==> src/common/axi_mem_pkg.sv <==
`default_nettype none

package axi_mem_pkg;

   // AXI4 command field widths
   localparam int LEN_W  = 8;
   localparam int SIZE_W = 3;

   // burst type encoding (the fourth code is reserved and treated as illegal)
   typedef enum logic [1:0] {
      FIXED = 2'b00,
      INCR  = 2'b01,
      WRAP  = 2'b10
   } burst_e;

   // response encoding, only the two codes this slave returns
   typedef enum logic [1:0] {
      OKAY   = 2'b00,
      SLVERR = 2'b10
   } resp_e;

endpackage

`default_nettype wire

==> src/common/burst_cmd_if.sv <==
`timescale 1ns/10ps
`default_nettype none

interface burst_cmd_if #(
   parameter int AXI_AW = 32,
   parameter int AXI_IW = 4
);

   logic                           valid;
   logic                           ready;
   logic [AXI_IW-1:0]              id;
   logic [AXI_AW-1:0]              addr;
   logic [axi_mem_pkg::LEN_W-1:0]  len;
   axi_mem_pkg::burst_e            burst;
   // burst is answered with SLVERR and touches no memory
   logic                           err;

   modport src (output valid, id, addr, len, burst, err, input ready);
   modport dst (input valid, id, addr, len, burst, err, output ready);

endinterface

`default_nettype wire

==> src/common/mem_port_if.sv <==
`timescale 1ns/10ps
`default_nettype none

interface mem_port_if #(
   parameter int AXI_DW    = 32,
   parameter int MEM_DEPTH = 1024
);

   localparam int IDX_W  = $clog2(MEM_DEPTH);
   localparam int STRB_W = AXI_DW / 8;

   logic              en;
   logic              we;
   logic [IDX_W-1:0]  idx;
   logic [AXI_DW-1:0] wdata;
   logic [STRB_W-1:0] strb;
   // valid the cycle after a read is issued
   logic [AXI_DW-1:0] rdata;

   modport master (output en, we, idx, wdata, strb, input rdata);
   modport slave (input en, we, idx, wdata, strb, output rdata);

endinterface

`default_nettype wire

==> src/write/wr_data_phase.sv <==
`timescale 1ns/10ps
`default_nettype none

module wr_data_phase #(
   parameter int AXI_DW    = 32,
   parameter int AXI_AW    = 32,
   parameter int AXI_IW    = 4,
   parameter int MEM_DEPTH = 1024
) (
   input  logic                  axi_clk_i,
   input  logic                  rst_i,
   input  logic [AXI_DW-1:0]     wdata_i,
   input  logic [AXI_DW/8-1:0]   wstrb_i,
   input  logic                  wlast_i,
   input  logic                  wvalid_i,
   output logic                  wready_o,
   output logic [AXI_IW-1:0]     bid_o,
   output logic [1:0]            bresp_o,
   output logic                  bvalid_o,
   input  logic                  bready_i,
   burst_cmd_if.dst              cmd_i,
   mem_port_if.master            mem_o
);

   localparam int OFFS_W = $clog2(AXI_DW / 8);
   localparam int IDX_W  = $clog2(MEM_DEPTH);

   logic                cmd_ready_q;
   logic                wready_q;
   logic                bvalid_q;
   logic                cmd_take;
   logic                beat;
   logic [AXI_AW-1:0]   word_addr;
   logic [AXI_IW-1:0]   id_q;
   axi_mem_pkg::burst_e burst_q;
   logic                err_q;
   logic [IDX_W-1:0]    idx_q;

   assign cmd_take  = cmd_i.valid && cmd_ready_q;
   assign beat      = wvalid_i && wready_q;
   assign word_addr = cmd_i.addr >> OFFS_W;

   // idle -> data beats -> response, one burst at a time
   always_ff @(posedge axi_clk_i) begin
      if (rst_i) begin
         cmd_ready_q <= 1'b0;
         wready_q    <= 1'b0;
         bvalid_q    <= 1'b0;
      end else if (cmd_take) begin
         cmd_ready_q <= 1'b0;
         wready_q    <= 1'b1;
      end else if (beat && wlast_i) begin
         wready_q <= 1'b0;
         bvalid_q <= 1'b1;
      end else if (bvalid_q && bready_i) begin
         bvalid_q    <= 1'b0;
         cmd_ready_q <= 1'b1;
      end else if (!wready_q && !bvalid_q) begin
         cmd_ready_q <= 1'b1;
      end
   end

   always_ff @(posedge axi_clk_i) begin
      if (cmd_take) begin
         id_q    <= cmd_i.id;
         burst_q <= cmd_i.burst;
         err_q   <= cmd_i.err;
         idx_q   <= IDX_W'(word_addr % MEM_DEPTH);
      end else if (beat && (burst_q == axi_mem_pkg::INCR)) begin
         // step one word, wrapping at the end of the array
         idx_q <= (idx_q == IDX_W'(MEM_DEPTH - 1)) ? '0 : idx_q + 1'b1;
      end
   end

   // each accepted beat writes at the same edge
   assign mem_o.en    = beat && !err_q;
   assign mem_o.we    = 1'b1;
   assign mem_o.idx   = idx_q;
   assign mem_o.wdata = wdata_i;
   assign mem_o.strb  = wstrb_i;

   assign cmd_i.ready = cmd_ready_q;
   assign wready_o    = wready_q;
   assign bvalid_o    = bvalid_q;
   assign bid_o       = id_q;
   assign bresp_o     = err_q ? axi_mem_pkg::SLVERR : axi_mem_pkg::OKAY;

endmodule

`default_nettype wire

==> src/flat_wrapper.sv <==
// flat-port wrapper written by rule: the top's interface ports become plain ports
module wr_data_phase_flat 
#(
   parameter int AXI_DW    = 32,
   parameter int AXI_AW    = 32,
   parameter int AXI_IW    = 4,
   parameter int MEM_DEPTH = 1024
)
  (axi_clk_i, rst_i, wdata_i, wstrb_i, wlast_i, wvalid_i, wready_o, bid_o, bresp_o, bvalid_o, bready_i, cmd_i_valid, cmd_i_id, cmd_i_addr, cmd_i_len, cmd_i_burst, cmd_i_err, cmd_i_ready, mem_o_en, mem_o_we, mem_o_idx, mem_o_wdata, mem_o_strb, mem_o_rdata);
  burst_cmd_if #(.AXI_AW(AXI_AW), .AXI_IW(AXI_IW)) cmd_i_i ();
  mem_port_if #(.AXI_DW(AXI_DW), .MEM_DEPTH(MEM_DEPTH)) mem_o_i ();
  input  logic axi_clk_i;
  input  logic rst_i;
  input  logic [AXI_DW-1:0] wdata_i;
  input  logic [AXI_DW/8-1:0] wstrb_i;
  input  logic wlast_i;
  input  logic wvalid_i;
  output logic wready_o;
  output logic [AXI_IW-1:0] bid_o;
  output logic [1:0] bresp_o;
  output logic bvalid_o;
  input  logic bready_i;
  input wire logic [$bits(cmd_i_i.valid)-1:0] cmd_i_valid;
  input wire logic [$bits(cmd_i_i.id)-1:0] cmd_i_id;
  input wire logic [$bits(cmd_i_i.addr)-1:0] cmd_i_addr;
  input wire logic [$bits(cmd_i_i.len)-1:0] cmd_i_len;
  input wire logic [$bits(cmd_i_i.burst)-1:0] cmd_i_burst;
  input wire logic [$bits(cmd_i_i.err)-1:0] cmd_i_err;
  output wire logic [$bits(cmd_i_i.ready)-1:0] cmd_i_ready;
  output wire logic [$bits(mem_o_i.en)-1:0] mem_o_en;
  output wire logic [$bits(mem_o_i.we)-1:0] mem_o_we;
  output wire logic [$bits(mem_o_i.idx)-1:0] mem_o_idx;
  output wire logic [$bits(mem_o_i.wdata)-1:0] mem_o_wdata;
  output wire logic [$bits(mem_o_i.strb)-1:0] mem_o_strb;
  input wire logic [$bits(mem_o_i.rdata)-1:0] mem_o_rdata;
  assign cmd_i_i.valid = cmd_i_valid;
  assign cmd_i_i.id = cmd_i_id;
  assign cmd_i_i.addr = cmd_i_addr;
  assign cmd_i_i.len = cmd_i_len;
  assign cmd_i_i.burst = cmd_i_burst;
  assign cmd_i_i.err = cmd_i_err;
  assign cmd_i_ready = cmd_i_i.ready;
  assign mem_o_en = mem_o_i.en;
  assign mem_o_we = mem_o_i.we;
  assign mem_o_idx = mem_o_i.idx;
  assign mem_o_wdata = mem_o_i.wdata;
  assign mem_o_strb = mem_o_i.strb;
  assign mem_o_i.rdata = mem_o_rdata;
  wr_data_phase #(.AXI_DW(AXI_DW), .AXI_AW(AXI_AW), .AXI_IW(AXI_IW), .MEM_DEPTH(MEM_DEPTH)) u_core (.axi_clk_i(axi_clk_i), .rst_i(rst_i), .wdata_i(wdata_i), .wstrb_i(wstrb_i), .wlast_i(wlast_i), .wvalid_i(wvalid_i), .wready_o(wready_o), .bid_o(bid_o), .bresp_o(bresp_o), .bvalid_o(bvalid_o), .bready_i(bready_i), .cmd_i(cmd_i_i), .mem_o(mem_o_i));
endmodule
==> config.mk <==
export PLATFORM = sky130hd
export DESIGN_NAME = wr_data_phase_flat
export DESIGN_NICKNAME = d
export VERILOG_FILES = /design/src/common/axi_mem_pkg.sv /design/src/common/burst_cmd_if.sv /design/src/common/mem_port_if.sv /design/src/write/wr_data_phase.sv /design/src/flat_wrapper.sv
export SDC_FILE = /design/constraint.sdc
export NUM_CORES = 1
export LEC_CHECK = 0
export BUFFER_PORTS_ARGS = -buffer_cell sky130_fd_sc_hd__buf_2
export CAP_MARGIN = 25
export CELL_PAD_IN_SITES_DETAIL_PLACEMENT = 1
export CELL_PAD_IN_SITES_GLOBAL_PLACEMENT = 2
export CORE_ASPECT_RATIO = 0.5
export CORE_MARGIN = 1.5
export CORE_UTILIZATION = 15
export DETAILED_ROUTE_END_ITERATION = 8
export PLACE_DENSITY = 0.91
export SLEW_MARGIN = 20
export SYNTH_ARGS = -nofsm -noshare
export SYNTH_HDL_FRONTEND = slang
export SYNTH_SLANG_ARGS = --single-unit
export TNS_END_PERCENT = 100
==> constraint.sdc <==
create_clock -name axi_clk_i -period 3.1 [get_ports axi_clk_i]
set_input_delay 0.62 -clock axi_clk_i [delete_from_list [all_inputs] [get_ports axi_clk_i]]
set_output_delay 0.62 -clock axi_clk_i [all_outputs]
set_load 0.005 [all_outputs]
Yosys cells after proc, flatten, opt, wreduce, memory -nomap -nowiden
Cells that the tools add are included.

cells by class
  equality and inequality tests = 2
  reductions and logical operators = 17
  bitwise operators = 2
  multiplexer cells = 10
  add/sub/neg operators = 1

operators by type and width
  operator               count
  $mux 10                3
  $add 10x1->10 const B  1
  $eq 10x10->1 const B   1
  $reduce_bool 2->1      4
  $logic_and 1x1->1      7
  $mux 1                 6
  $reduce_and 2->1       2
  $logic_not 1->1        3
  $eq 2x1->1 const B     1
  $mux 2                 1
  $not 1->1              2
  $reduce_or 2->1        1

word-level totals
  bits of input ports = 121
  bits in registers = 20
  logic and storage cells = 39
  output and inout port bits = 57

Longest topological paths before layout
Gate-level depths: netlist (run 1).

  depth in word-level cells = 4
  depth in mapped cells = 5
  gate-level depth less buffers = 5

Least setup slack after synthesis (run 1)
Ideal clock, no wire load.

  path type = input port to flip-flop
  from = input port wvalid_i
  to = register u_core.idx_q[0], in the netlist u_core.mem_o.idx[0], enable pin
  setup slack = 1.253 ns
  setup time = 0.391 ns
  arrival time = 1.456 ns
  buffers on the path = 0
  cell stages on the path = 2
  data required time = 2.709 ns
  cell sequence = nand2_1 > o21ai_0

between the ends
  word-level cells in the longest chain between the ends = 3

ends and longest elaborated chain
  what                                RTL line             source
  from (decl)                         flat_wrapper.sv:17   input logic wvalid_i;
  $logic_and 1x1->1                   wr_data_phase.sv:40  assign beat = wvalid_i && wready_q;
  $logic_and 1x1->1                   wr_data_phase.sv:69  end else if (beat && (burst_q == axi_mem_pkg::INCR)) begin
  $reduce_bool 2->1 (no source line)  -
  to (signal assigned)                wr_data_phase.sv:68  idx_q <= IDX_W'(word_addr % MEM_DEPTH);
  to (signal assigned)                wr_data_phase.sv:71  idx_q <= (idx_q == IDX_W'(MEM_DEPTH - 1)) ? '0 : idx_q + 1'b1;
  to (decl)                           wr_data_phase.sv:37  logic [IDX_W-1:0] idx_q;

Every way passes these cells.
A chain may end at the register's enable or synchronous reset.

Final worst setup path (run 1)
  from = input port cmd_i_valid
  to = register u_core.idx_q[5], in the netlist u_core.mem_o.idx[5], data pin

between the ends
  word-level cells in the longest chain between the ends = 2

ends and longest elaborated chain
  what               RTL line             source
  from (decl)        flat_wrapper.sv:23   input wire logic [$bits(cmd_i_i.valid)-1:0] cmd_i_valid;
  $logic_and 1x1->1  wr_data_phase.sv:39  assign cmd_take = cmd_i.valid && cmd_ready_q;
  $mux 10            wr_data_phase.sv:64  if (cmd_take) begin

Every way passes these cells.

==> reports/results.env, run 1 <==
WORST_SETUP_PATH_START_KIND='input port'
ANT_NETS=0
DRC=0
OVERFLOW=0
CTS-HOLD-FIX-BUFFERS=0
ASYNC_FLOP_SHARE_PCT=0
CHIPWIDTH_UM=133
DIEAREA_UM2=9030
YOSYS_WARNINGS=0
POWERDENSITY_nW_PER_UM2=542
CTS_MAX_PATH_BUFFERS=2
MULTIPLEXER_FRACTION_OF_THE_SYNTHESIZED_CELL_AREA_PCT=0
IO_PINS=178
MAX-VDD-IR-DROP_V=0.000219
NFILLCELLS=945
POST-CTS-SETUP-BUFFERS=0
GP_CONGESTION=0.838
WORST_EP_ARRIVAL_TIME_NS=1.91
PERIOD_SHARE_PCT=62.3
FP.DIEH_UM=67.9
ANTENNA_FOUND_INITIAL=0
FMAXACHIEVABLE_GHz=0.518
HOLD_PATH.CLASS='flop to flop'
SYNTH_AREA_IN_SIMPLE_GATES_PCT=14.8
SYNTH_FA_HA_AREA_SHARE_PCT=0.989
PLACEABLECOREAREA_UM2=8090
P_LEAK_nW=0.537
AREA_GROWTH_PCT=13.1
SYNTH_EDF_COUNT=17
STATUS='finished clean'
FINAL-MAX-SLEW-VIOLATION-COUNT=0
DRT-PASS1-ITER-COUNT=4
WL_PER_CELL_UM=11.1
CLK_TRANSITION_REPORTED_PATHS_NS=0.06
POSTSYNTH.TOPFLOPCELL='sky130_fd_sc_hd__edfxtp_1'
SYNTH_TOP_CELLS_BY_AREA='sky130_fd_sc_hd__edfxtp_1, sky130_fd_sc_hd__buf_4, sky130_fd_sc_hd__dfxtp_1'
CTS_TREE='done'
DRT_ITER0_DRC=16
SYNTH-SEQ-AREA-SHARE_PCT=45.1
CTS-BUFFERS-INSERTED=3
CRIT_TYPE='input port to flop'
YOSYS_REGISTER_BITS=20
STD_CELL_ROWS=23
INITIAL_UTILIZATION_PCT=15.6
MIN_PERIOD_NS=1.93
CLOCK_SINKS=20
TIMING.CRITICAL_PATH.REQUIRED_NS=3.08
FINAL_NET_COUNT=258
SYNTH.AVG_CELL_AREA_UM2=9.81
SYNTH_COMPOUND_AREA_SHARE_PCT=9.00
RSZ_0062_RAISED_AFTER_GLOBAL_ROUTING='false'
SYNTHESIS.AREA_UM2=1260
DRIVE_ABOVE_1_SHARE_PCT=38.5
LARGEST_FAMILY_OF_LOGIC_CELLS_BY_SYNTHESIZED_AREA='buffers and inverters'
SYNTH.LARGEST_AREA_CELL='sky130_fd_sc_hd__edfxtp_1'
GRT_USE_TOTAL_PCT=6.18
CLK-INSERTION-DELAY-LATE_NS=0.25
PORTBUFFERS=41
ANTENNADIODECOUNT=0
PATH_MAX_FANOUT=11
HOLD_SLACK_NS=0.496
PLACE_HPWL_UM=2160
SYNTH_XOR_AREA_SHARE_PCT=4.85
SYNTH_NETS=251
H_TREE_LEVELS=1
FIRST_GLOBAL_VIAS=894
POST_CTS_RESIZED=0
ENDPOINT_CLASS_OF_THE_CRITICAL_PATH='flop'
VIAS=865
TIMING.FINAL.SETUP_VIOLATIONS=0
CTS-ROOT-BUF='sky130_fd_sc_hd__clkbuf_16'
GRT_MAX_DEGREE=14
TIMING.CLOCK.SKEW_NS=0.00196
FINAL_HOLD_FAILS=0
POSTROUTEWIRELENGTH_UM=2750
MAXCAPVIOLCOUNT=0
WIRE_LENGTH_OF_THE_FIRST_GLOBAL_ROUTING_PASS_UM=4420
VIAS_PER_CELL=3.50
COUNT_OF_CELL_TYPES_IN_THE_NETLIST=28
POSTSYNTHCELLCOUNT=129
FINALSETUPTNS_NS=0
SYNTH.TOP_CELL.AREA_SHARE_PCT=40.4
## stage by stage
| step | total power, mW | util, % | instance area [um^2] | instances | setup WS (ns) |
|---|---|---|---|---|---|
| after CTS | 0.785 | 17.7 | 1430 | 247 | 1.11 |
| after detailed placement | 0.427 | 16.4 | 1330 | 243 | 0.835 |
| final | 0.775 | 17.7 | 1430 | 247 | 1.17 |
| after global placement | 0.422 | 16.4 | 1330 | 243 | 0.900 |
| after floorplan | 0.421 | - | 1260 | 129 | 1.25 |
| after global routing | 0.808 | 17.7 | 1430 | 247 | 0.985 |
## sequential cells by signal, indices dropped and copies added, names as in the netlist
name / cells
u_core.bid_o: 4
u_core.err_q: 1
u_core.burst_q: 2
u_core.wready_o: 1
u_core.cmd_i.ready: 1
u_core.mem_o.idx: 10
u_core.bvalid_o: 1
## cells by family (layout without fill, tap and decap cells)
kind of cell	count (synthesis)	count (layout)
and+or+nand+nor	37	37
adders and majority gates	1	1
other	2	2
DFF	20	20
buffers and inverters	44	50
AOI/OAI and AO/OA	18	18
xor gates and xnor gates	7	7
## synthesized netlist by cell type (2+ instances only)
library cell / number
sky130_fd_sc_hd__nand2b_1: 3
sky130_fd_sc_hd__inv_1: 3
sky130_fd_sc_hd__buf_4: 39
sky130_fd_sc_hd__nand4_1: 3
sky130_fd_sc_hd__a21oi_1: 4
sky130_fd_sc_hd__nor2_1: 7
sky130_fd_sc_hd__conb_1: 2
sky130_fd_sc_hd__nand2_1: 15
sky130_fd_sc_hd__o21ai_0: 7
sky130_fd_sc_hd__xnor2_1: 3
sky130_fd_sc_hd__nor3_1: 2
sky130_fd_sc_hd__nand3_1: 3
sky130_fd_sc_hd__xor2_1: 4
sky130_fd_sc_hd__a211oi_1: 2
sky130_fd_sc_hd__dfxtp_1: 3
sky130_fd_sc_hd__edfxtp_1: 17
## report_power, final
part	internal, mW	switching, mW	total (mW)
clock network	0.256	0.0991	0.355
registers	0.316	0.0168	0.332
logic	0.0410	0.0468	0.0877
## per-layer routing
metal  global-route usage (%)  up-vias  part of all wire (%)
met5                        0        -                     0
met2                     11.5       15                    55
li1                         -      413                     -
met4                     4.26        0                   2.5
met1                     6.57      425                    39
met3                     1.33       12                   3.9
## layout by cell type (no fill, tap or decap)
master,instances
sky130_fd_sc_hd__dfxtp_1,3
sky130_fd_sc_hd__ha_1,1
sky130_fd_sc_hd__inv_1,3
sky130_fd_sc_hd__nand2_1,15
sky130_fd_sc_hd__a221o_1,1
sky130_fd_sc_hd__a21oi_1,4
sky130_fd_sc_hd__a211oi_2,1
sky130_fd_sc_hd__nor3_1,2
sky130_fd_sc_hd__o21ai_1,1
sky130_fd_sc_hd__nor4_2,1
sky130_fd_sc_hd__clkbuf_16,3
sky130_fd_sc_hd__nand3_1,3
sky130_fd_sc_hd__bufinv_16,1
sky130_fd_sc_hd__nor3_2,1
sky130_fd_sc_hd__buf_4,2
sky130_fd_sc_hd__edfxtp_1,17
sky130_fd_sc_hd__nor2_1,7
sky130_fd_sc_hd__a211oi_1,2
sky130_fd_sc_hd__nand4_1,3
sky130_fd_sc_hd__o21ai_0,7
sky130_fd_sc_hd__xor2_1,4
sky130_fd_sc_hd__conb_1,2
sky130_fd_sc_hd__o31ai_1,1
sky130_fd_sc_hd__o41ai_1,1
sky130_fd_sc_hd__nand3_2,1
sky130_fd_sc_hd__buf_2,41
sky130_fd_sc_hd__nand2b_1,3
sky130_fd_sc_hd__and4_2,1
sky130_fd_sc_hd__xnor2_1,3
## area by class of cell
class                      instances  area (um^2)  area share [%]
sequential                        20          571            39.9
multi-input combinational         65          383            26.8
timing repair buffer              43          220            15.4
tap                              112          140            9.80
clock buffer                       3         75.1            5.25
clock inverter                     1         30.0            2.10
inverter                           3         11.3           0.787
## worst max-delay path: stages
cell                       delay (ns)
sky130_fd_sc_hd__buf_2           0.10
sky130_fd_sc_hd__nand2_1         0.33
sky130_fd_sc_hd__inv_1           0.28
sky130_fd_sc_hd__nor4_2          0.48
sky130_fd_sc_hd__a211oi_1        0.09
## path summary, 6_finish.rpt
path                           start                  end  slack [ns]  cells after the start
hold reg to reg   u_core.cmd_i.ready   u_core.cmd_i.ready        0.50                      2
hold / removal    u_core.cmd_i.ready   u_core.cmd_i.ready        0.50                      2
setup / recovery         cmd_i_valid  u_core.mem_o.idx[5]        1.17                      5
setup reg to reg  u_core.cmd_i.ready  u_core.mem_o.idx[5]        1.30                      4
Power figures use the tool's default switching activity.
==> run 2, diff against run 1 <==
--- a/config.mk
+++ b/config.mk
@@ -11,9 +11,9 @@
 export CELL_PAD_IN_SITES_GLOBAL_PLACEMENT = 2
 export CORE_ASPECT_RATIO = 0.5
 export CORE_MARGIN = 1.5
-export CORE_UTILIZATION = 15
+export CORE_UTILIZATION = 12
 export DETAILED_ROUTE_END_ITERATION = 8
-export PLACE_DENSITY = 0.91
+export PLACE_DENSITY = 0.79
 export SLEW_MARGIN = 20
 export SYNTH_ARGS = -nofsm -noshare
 export SYNTH_HDL_FRONTEND = slang
==> constraint.sdc (replaced) <==
create_clock -name axi_clk_i -period 1.7 [get_ports axi_clk_i]
set_input_delay 0.34 -clock axi_clk_i [delete_from_list [all_inputs] [get_ports axi_clk_i]]
set_output_delay 0.34 -clock axi_clk_i [all_outputs]
set_load 0.005 [all_outputs]
==> run 2 against run 1 <==
  * First-iteration DRC count down 13%
  * Hold slack worse by 0.23 ns
  * Sequential share of layout area down 2.1 points
  * Combinational power up 100%
  * Register-to-register slack worse by 1.2 ns
==> reports/results.env, run 2 (synthesis results as in run 1) <==
STATUS='finished clean'
DRIVE_ABOVE_1_SHARE_PCT=41.0  # +2.5 points
LARGEST_REG_FLOPS=10  # unchanged
DRT-PASS1-ITER-COUNT=4  # unchanged
P_LEAK_nW=0.558  # +3.8%
VIAS=873  # +0.92%
LAYOUT_COMMONEST_CELL='sky130_fd_sc_hd__buf_2'
POSTLAYOUTSETUPSLACKWORST_NS=0.138  # -1.03 ns
TOTAL_POWER_mW=1.44  # +85%
POWERDENSITY_nW_PER_UM2=951  # +75%
TIMING.CRITICAL_PATH.REQUIRED_NS=1.71  # -1.37 ns
TIMING.FINAL.SETUP_VIOLATIONS=0  # unchanged
GRT_USE_TOTAL_PCT=5.09  # -1.1 points
MAX-VDD-IR-DROP_V=0.000364  # +66%
PLACEABLECOREAREA_UM2=10200  # +26%
HOLD_PATH.CLASS='input port to flop'
CLK-INSERTION-DELAY-LATE_NS=0.26  # about the same
ANTENNADIODECOUNT=0  # unchanged
GRT_MAX_DEGREE=22  # +8
WORST_SETUP_PATH_START_KIND='flop'
NFILLCELLS=1221  # +29%
R2R_SLACK_NS=0.14  # -1.16 ns
ANT_NETS=0  # unchanged
CTS_MAX_PATH_BUFFERS=2  # unchanged
ANTENNA_FOUND_INITIAL=0  # unchanged
CRIT_END='u_core.mem_o.idx[8]'
RSZ_0062_RAISED_AFTER_GLOBAL_ROUTING='false'
FP.DIEH_UM=75.6  # +11%
DRT_ITER0_DRC=14  # -2
H_TREE_LEVELS=1  # unchanged
AREA_GROWTH_PCT=19.3
DIEAREA_UM2=11200  # +24%
CLK_TRANSITION_REPORTED_PATHS_NS=0.07  # about the same
CHIPWIDTH_UM=148  # +12%
PATH_MAX_FANOUT=5  # -6
HOLDPATHSTAGES=1  # -1
WL_PER_CELL_UM=10.3  # -7.6%
ENDPOINT_CLASS_OF_THE_CRITICAL_PATH='flop'
FINALSETUPTNS_NS=0  # unchanged
PLACE_HPWL_UM=2300  # +6.5%
OVERFLOW=0  # unchanged
FMAXACHIEVABLE_GHz=0.640
WIRE_LENGTH_OF_THE_FIRST_GLOBAL_ROUTING_PASS_UM=4330  # -2.0%
FINAL-MAX-SLEW-VIOLATION-COUNT=0  # unchanged
MAXCAPVIOLCOUNT=0  # unchanged
INITIAL_UTILIZATION_PCT=12.4  # -3.3 points
PORTBUFFERS=41  # unchanged
POSTROUTEWIRELENGTH_UM=2870  # +4.4%
MIN_PERIOD_NS=1.56
DPL.CELL_COUNT=275  # +13%
RR_WORST_DEPTH=5  # +1
VIAS_PER_CELL=3.13  # -11%
PRE_CTS_WS_NS=0.107  # -0.727 ns
PERIOD_SHARE_PCT=91.9
R2R-START='u_core.mem_o.idx[0]'
STD_CELL_ROWS=26  # +13%
RR_ENDPOINT='u_core.mem_o.idx[8]'
FINAL_CORE_AREA_UTILIZATION_PCT=14.8  # -2.9 points
WORST_EP_ARRIVAL_TIME_NS=1.57  # -0.34 ns
FIRST_GLOBAL_VIAS=906  # +1.3%
CTS-BUFFERS-INSERTED=3  # unchanged
POST_LAYOUT_NONFILLER_INSTANCES=279  # +13%
TIMING.CLOCK.SKEW_NS=0.00926  # +0.00730 ns
FINAL_HOLD_FAILS=0  # unchanged
CLOCK_SINKS=20  # unchanged
GP_CONGESTION=0.717  # -14%
SETUP.WORST_PATH.START='u_core.mem_o.idx[0]'
FINAL_NET_COUNT=262  # +1.6%
IO_PINS=178  # unchanged
CTS-ROOT-BUF='sky130_fd_sc_hd__clkbuf_16'
CRIT_TYPE='flop to flop'
DRC=0  # unchanged
CTS_TREE='done'
LAYOUT_COMMON_CELLS='sky130_fd_sc_hd__buf_2, sky130_fd_sc_hd__edfxtp_1, sky130_fd_sc_hd__nand2_1, sky130_fd_sc_hd__nor2_1, sky130_fd_sc_hd__o21ai_0'
run 2: changes by cell type in the layout (fill, tap and decap cells not counted):
| cell | before | now |
|---|---|---|
| sky130_fd_sc_hd__nor3_2 | 1 | 2 |
| sky130_fd_sc_hd__nor4_2 | 1 | 0 |
| sky130_fd_sc_hd__buf_4 | 2 | 6 |
| sky130_fd_sc_hd__nor4_4 | 0 | 1 |
| sky130_fd_sc_hd__nor3_1 | 2 | 1 |
run 2: repair_timing:
action                     4_1_cts  5_1_grt
resized for setup                0        2
buffers inserted                 0        0
hold buffers                     0        0
setup endpoints to repair        0        1
run 2: power by group:
group	internal, mW	switching, mW	total [mW]
Combinational	0.0829	0.0926	0.176
Sequential	0.575	0.0261	0.601
Clock	0.467	0.191	0.659
run 2: layout make-up:
class	instances	area (um^2)	area share, %
Sequential cell	20	571	37.8
Timing Repair Buffer	47	250	16.6
Multi-Input combinational cell	65	397	26.3
Clock inverter	1	30.0	1.99
Clock buffer	3	75.1	4.98
Inverter	3	11.3	0.746
Tap cell	140	175	11.6
run 2: metal layers:
layer / GRT usage (%) / share of wire (%) / up-vias
met1: 5.44 / 40 / 404
met2: 9.55 / 51 / 29
li1: - / - / 420
met4: 3.85 / 4.4 / 0
met5: 0 / 0 / -
met3: 0.778 / 4.0 / 20
run 2: through the flow:
stage | cell area, um^2 | hold WS [ns]
6_report | 1510 | 0.263
5_1_grt | 1510 | 0.260
4_1_cts | 1500 | 0.256
3_5_place_dp | 1390 | 0.495
3_3_place_gp | 1390 | 0.496
2_1_floorplan | 1260 | 0.409
run 2: worst min-delay path by stage:
stage,from,end,slack [ns]
after floorplan,rst_i,u_core.bvalid_o,0.41
after global routing,cmd_i_id[2],u_core.bid_o[2],0.26
after global placement,u_core.cmd_i.ready,u_core.cmd_i.ready,0.50
final,cmd_i_id[2],u_core.bid_o[2],0.26
after CTS,cmd_i_id[0],u_core.bid_o[0],0.26
after detailed placement,u_core.cmd_i.ready,u_core.cmd_i.ready,0.49
run 2: critical path, stage by stage, from the launching register on:
cell	delay [ns]
sky130_fd_sc_hd__edfxtp_1	0.40
sky130_fd_sc_hd__ha_1	0.29
sky130_fd_sc_hd__and4_2	0.28
sky130_fd_sc_hd__nand4_1	0.11
sky130_fd_sc_hd__xor2_1	0.16
sky130_fd_sc_hd__o21ai_1	0.07
==> run 3, diff against run 2 <==
--- a/config.mk
+++ b/config.mk
@@ -10,10 +10,10 @@
 export CELL_PAD_IN_SITES_DETAIL_PLACEMENT = 1
 export CELL_PAD_IN_SITES_GLOBAL_PLACEMENT = 2
 export CORE_ASPECT_RATIO = 0.5
-export CORE_MARGIN = 1.5
-export CORE_UTILIZATION = 12
+export CORE_MARGIN = 3
+export CORE_UTILIZATION = 13
 export DETAILED_ROUTE_END_ITERATION = 8
-export PLACE_DENSITY = 0.79
+export PLACE_DENSITY = 0.78
 export SLEW_MARGIN = 20
 export SYNTH_ARGS = -nofsm -noshare
 export SYNTH_HDL_FRONTEND = slang
==> constraint.sdc (replaced) <==
create_clock -name axi_clk_i -period 1.5 [get_ports axi_clk_i]
set_input_delay 0.3 -clock axi_clk_i [delete_from_list [all_inputs] [get_ports axi_clk_i]]
set_output_delay 0.3 -clock axi_clk_i [all_outputs]
set_load 0.005 [all_outputs]
==> run 3 against run 2 <==
  * Worst setup slack got worse by 0.082 ns
  * Clock power is 17% lower
  * Global-route usage shrank 0.13 points
  * Sequential power up 13%
  * Cell count is 1.8% lower
  * Routed wire length increased by 5.3%
  * Combinational power up 26%
  * Sequential cell count unchanged
  * Non-clock buffer count grew 5
  * Hold slack got worse by 0.041 ns
  * First-iteration DRC count increased to 2.6 times the previous value
==> reports/results.env, run 3 (synthesis results as in run 1) <==
STATUS='finished clean'
WORST_EP_ARRIVAL_TIME_NS=1.43  # -0.14 ns
DIEAREA_UM2=11000  # -1.6%
CLOCK_SINKS=20  # unchanged
INITIAL_UTILIZATION_PCT=13.9  # +1.6 points
GRT_USE_TOTAL_PCT=4.96  # -0.13 points
OVERFLOW=0  # unchanged
HOLD_SLACK_NS=0.222  # -0.0410 ns
FINAL_HOLD_FAILS=0  # unchanged
FP.DIEH_UM=75.8  # +0.20%
CTS-BUFFERS-INSERTED=3  # unchanged
TIMING.CLOCK.SKEW_NS=0.00337  # -0.00590 ns
CHIPWIDTH_UM=146  # -1.8%
CLK_TRANSITION_REPORTED_PATHS_NS=0.06  # about the same
DRC=0  # unchanged
GRT_MAX_DEGREE=22  # unchanged
LAYOUT_COMMON_CELLS='sky130_fd_sc_hd__buf_2, sky130_fd_sc_hd__edfxtp_1, sky130_fd_sc_hd__nand2_1, sky130_fd_sc_hd__buf_4, sky130_fd_sc_hd__nor2_1'
PERIOD_SHARE_PCT=96.3  # +4.4 points
HOLD_PATH.CLASS='input port to flop'
TIMING.CRITICAL_PATH.REQUIRED_NS=1.49  # -0.22 ns
FINAL-MAX-SLEW-VIOLATION-COUNT=0  # unchanged
POSTLAYOUTSETUPSLACKWORST_NS=0.0561  # -0.0817 ns
POSTROUTEWIRELENGTH_UM=3020  # +5.3%
P_LEAK_nW=0.569  # +2.0%
CTS-ROOT-BUF='sky130_fd_sc_hd__clkbuf_16'
PLACEABLECOREAREA_UM2=9070  # -11%
CTS_TREE='done'
IO_PINS=178  # unchanged
MAXCAPVIOLCOUNT=0  # unchanged
PLACE_HPWL_UM=2400  # +4.3%
FINALSETUPTNS_NS=0  # unchanged
FIRST_GLOBAL_VIAS=923  # +1.9%
FMAXACHIEVABLE_GHz=0.693  # +8.2%
PORTBUFFERS=41  # unchanged
ENDPOINT_CLASS_OF_THE_CRITICAL_PATH='flop'
H_TREE_LEVELS=1  # unchanged
ANTENNADIODECOUNT=0  # unchanged
VIAS=899  # +3.0%
GP_CONGESTION=0.759  # +5.8%
FINAL_CORE_AREA_UTILIZATION_PCT=16.8  # +2.0 points
ANT_NETS=0  # unchanged
CRIT_TYPE='flop to flop'
LARGEST_REG_FLOPS=10  # unchanged
MIN_PERIOD_NS=1.44  # -0.118 ns
CLK-INSERTION-DELAY-LATE_NS=0.25  # about the same
DRT-PASS1-ITER-COUNT=3  # -1
VIAS_PER_CELL=3.28  # +4.9%
MAX-VDD-IR-DROP_V=0.000306  # -16%
CTS-HOLD-FIX-BUFFERS=0  # unchanged
RSZ_0062_RAISED_AFTER_GLOBAL_ROUTING='true'
CTS_MAX_PATH_BUFFERS=2  # unchanged
WL_PER_CELL_UM=11.0  # +7.2%
R2R_SLACK_NS=0.06  # -0.08 ns
NFILLCELLS=1094  # -10%
ANTENNA_FOUND_INITIAL=0  # unchanged
DRT_ITER0_DRC=37  # +23
POWERDENSITY_nW_PER_UM2=954  # +0.31%
DRIVE_ABOVE_1_SHARE_PCT=43.1  # +2.0 points
AREA_GROWTH_PCT=20.2
LAYOUT_COMMONEST_CELL='sky130_fd_sc_hd__buf_2'
FINAL_NET_COUNT=267  # +1.9%
TIMING.FINAL.SETUP_VIOLATIONS=0  # unchanged
WORST_SETUP_PATH_START_KIND='flop'
PATH_MAX_FANOUT=5  # unchanged
STD_CELL_ROWS=24  # -7.7%
PRE_CTS_WS_NS=0.0105  # -0.0968 ns
WIRE_LENGTH_OF_THE_FIRST_GLOBAL_ROUTING_PASS_UM=4370  # +0.95%
-- run 3: worst max-delay path, cell delays in order, from the launching register on --
cell                       delay (ns)
sky130_fd_sc_hd__edfxtp_1        0.41
sky130_fd_sc_hd__ha_4            0.18
sky130_fd_sc_hd__nand4_1         0.19
sky130_fd_sc_hd__nor4_4          0.33
sky130_fd_sc_hd__a211oi_1        0.08
-- run 3: power by group --
part           switching [mW]  internal, mW
clock                   0.189         0.361
combinational           0.114         0.108
sequential             0.0260         0.652
-- run 3: final timing paths --
kind,start,to,cells after the start
max,u_core.mem_o.idx[0],u_core.mem_o.idx[5],4
min,cmd_i_burst[1],u_core.burst_q[1],1
max reg2reg,u_core.mem_o.idx[0],u_core.mem_o.idx[5],4
min reg2reg,u_core.cmd_i.ready,u_core.cmd_i.ready,2
-- run 3: per-layer routing --
layer	global-route usage (%)	vias to the layer above	routed length, um
met5	0	-	0
met4	2.94	0	79
met3	1.37	19	141
met2	9.50	25	1610
met1	5.09	421	1190
li1	-	434	-
-- run 3: layout make-up --
type                    instances  area [um^2]  share of cell area, %
clock buffers                   4         78.8                   5.19
multi-input cells              65          409                   26.9
inverters                       3         11.3                  0.741
well taps                     130          163                   10.7
flip-flops and latches         20          571                   37.5
repair buffers                 52          288                   18.9
-- run 3: per-stage QoR --
step | cells | power [mW] | cell area (um^2)
detailed placement | 269 | 0.906 | 1410
finish | 274 | 1.45 | 1520
floorplan | 129 | 0.870 | 1270
global placement | 269 | 0.897 | 1410
CTS | 273 | 1.47 | 1490
global route | 274 | 1.52 | 1520
-- run 3: what timing repair did --
action	CTS	global route
setup endpoints to repair	1	7
setup buffers	0	1
resized for setup	0	3
pin swaps	0	1
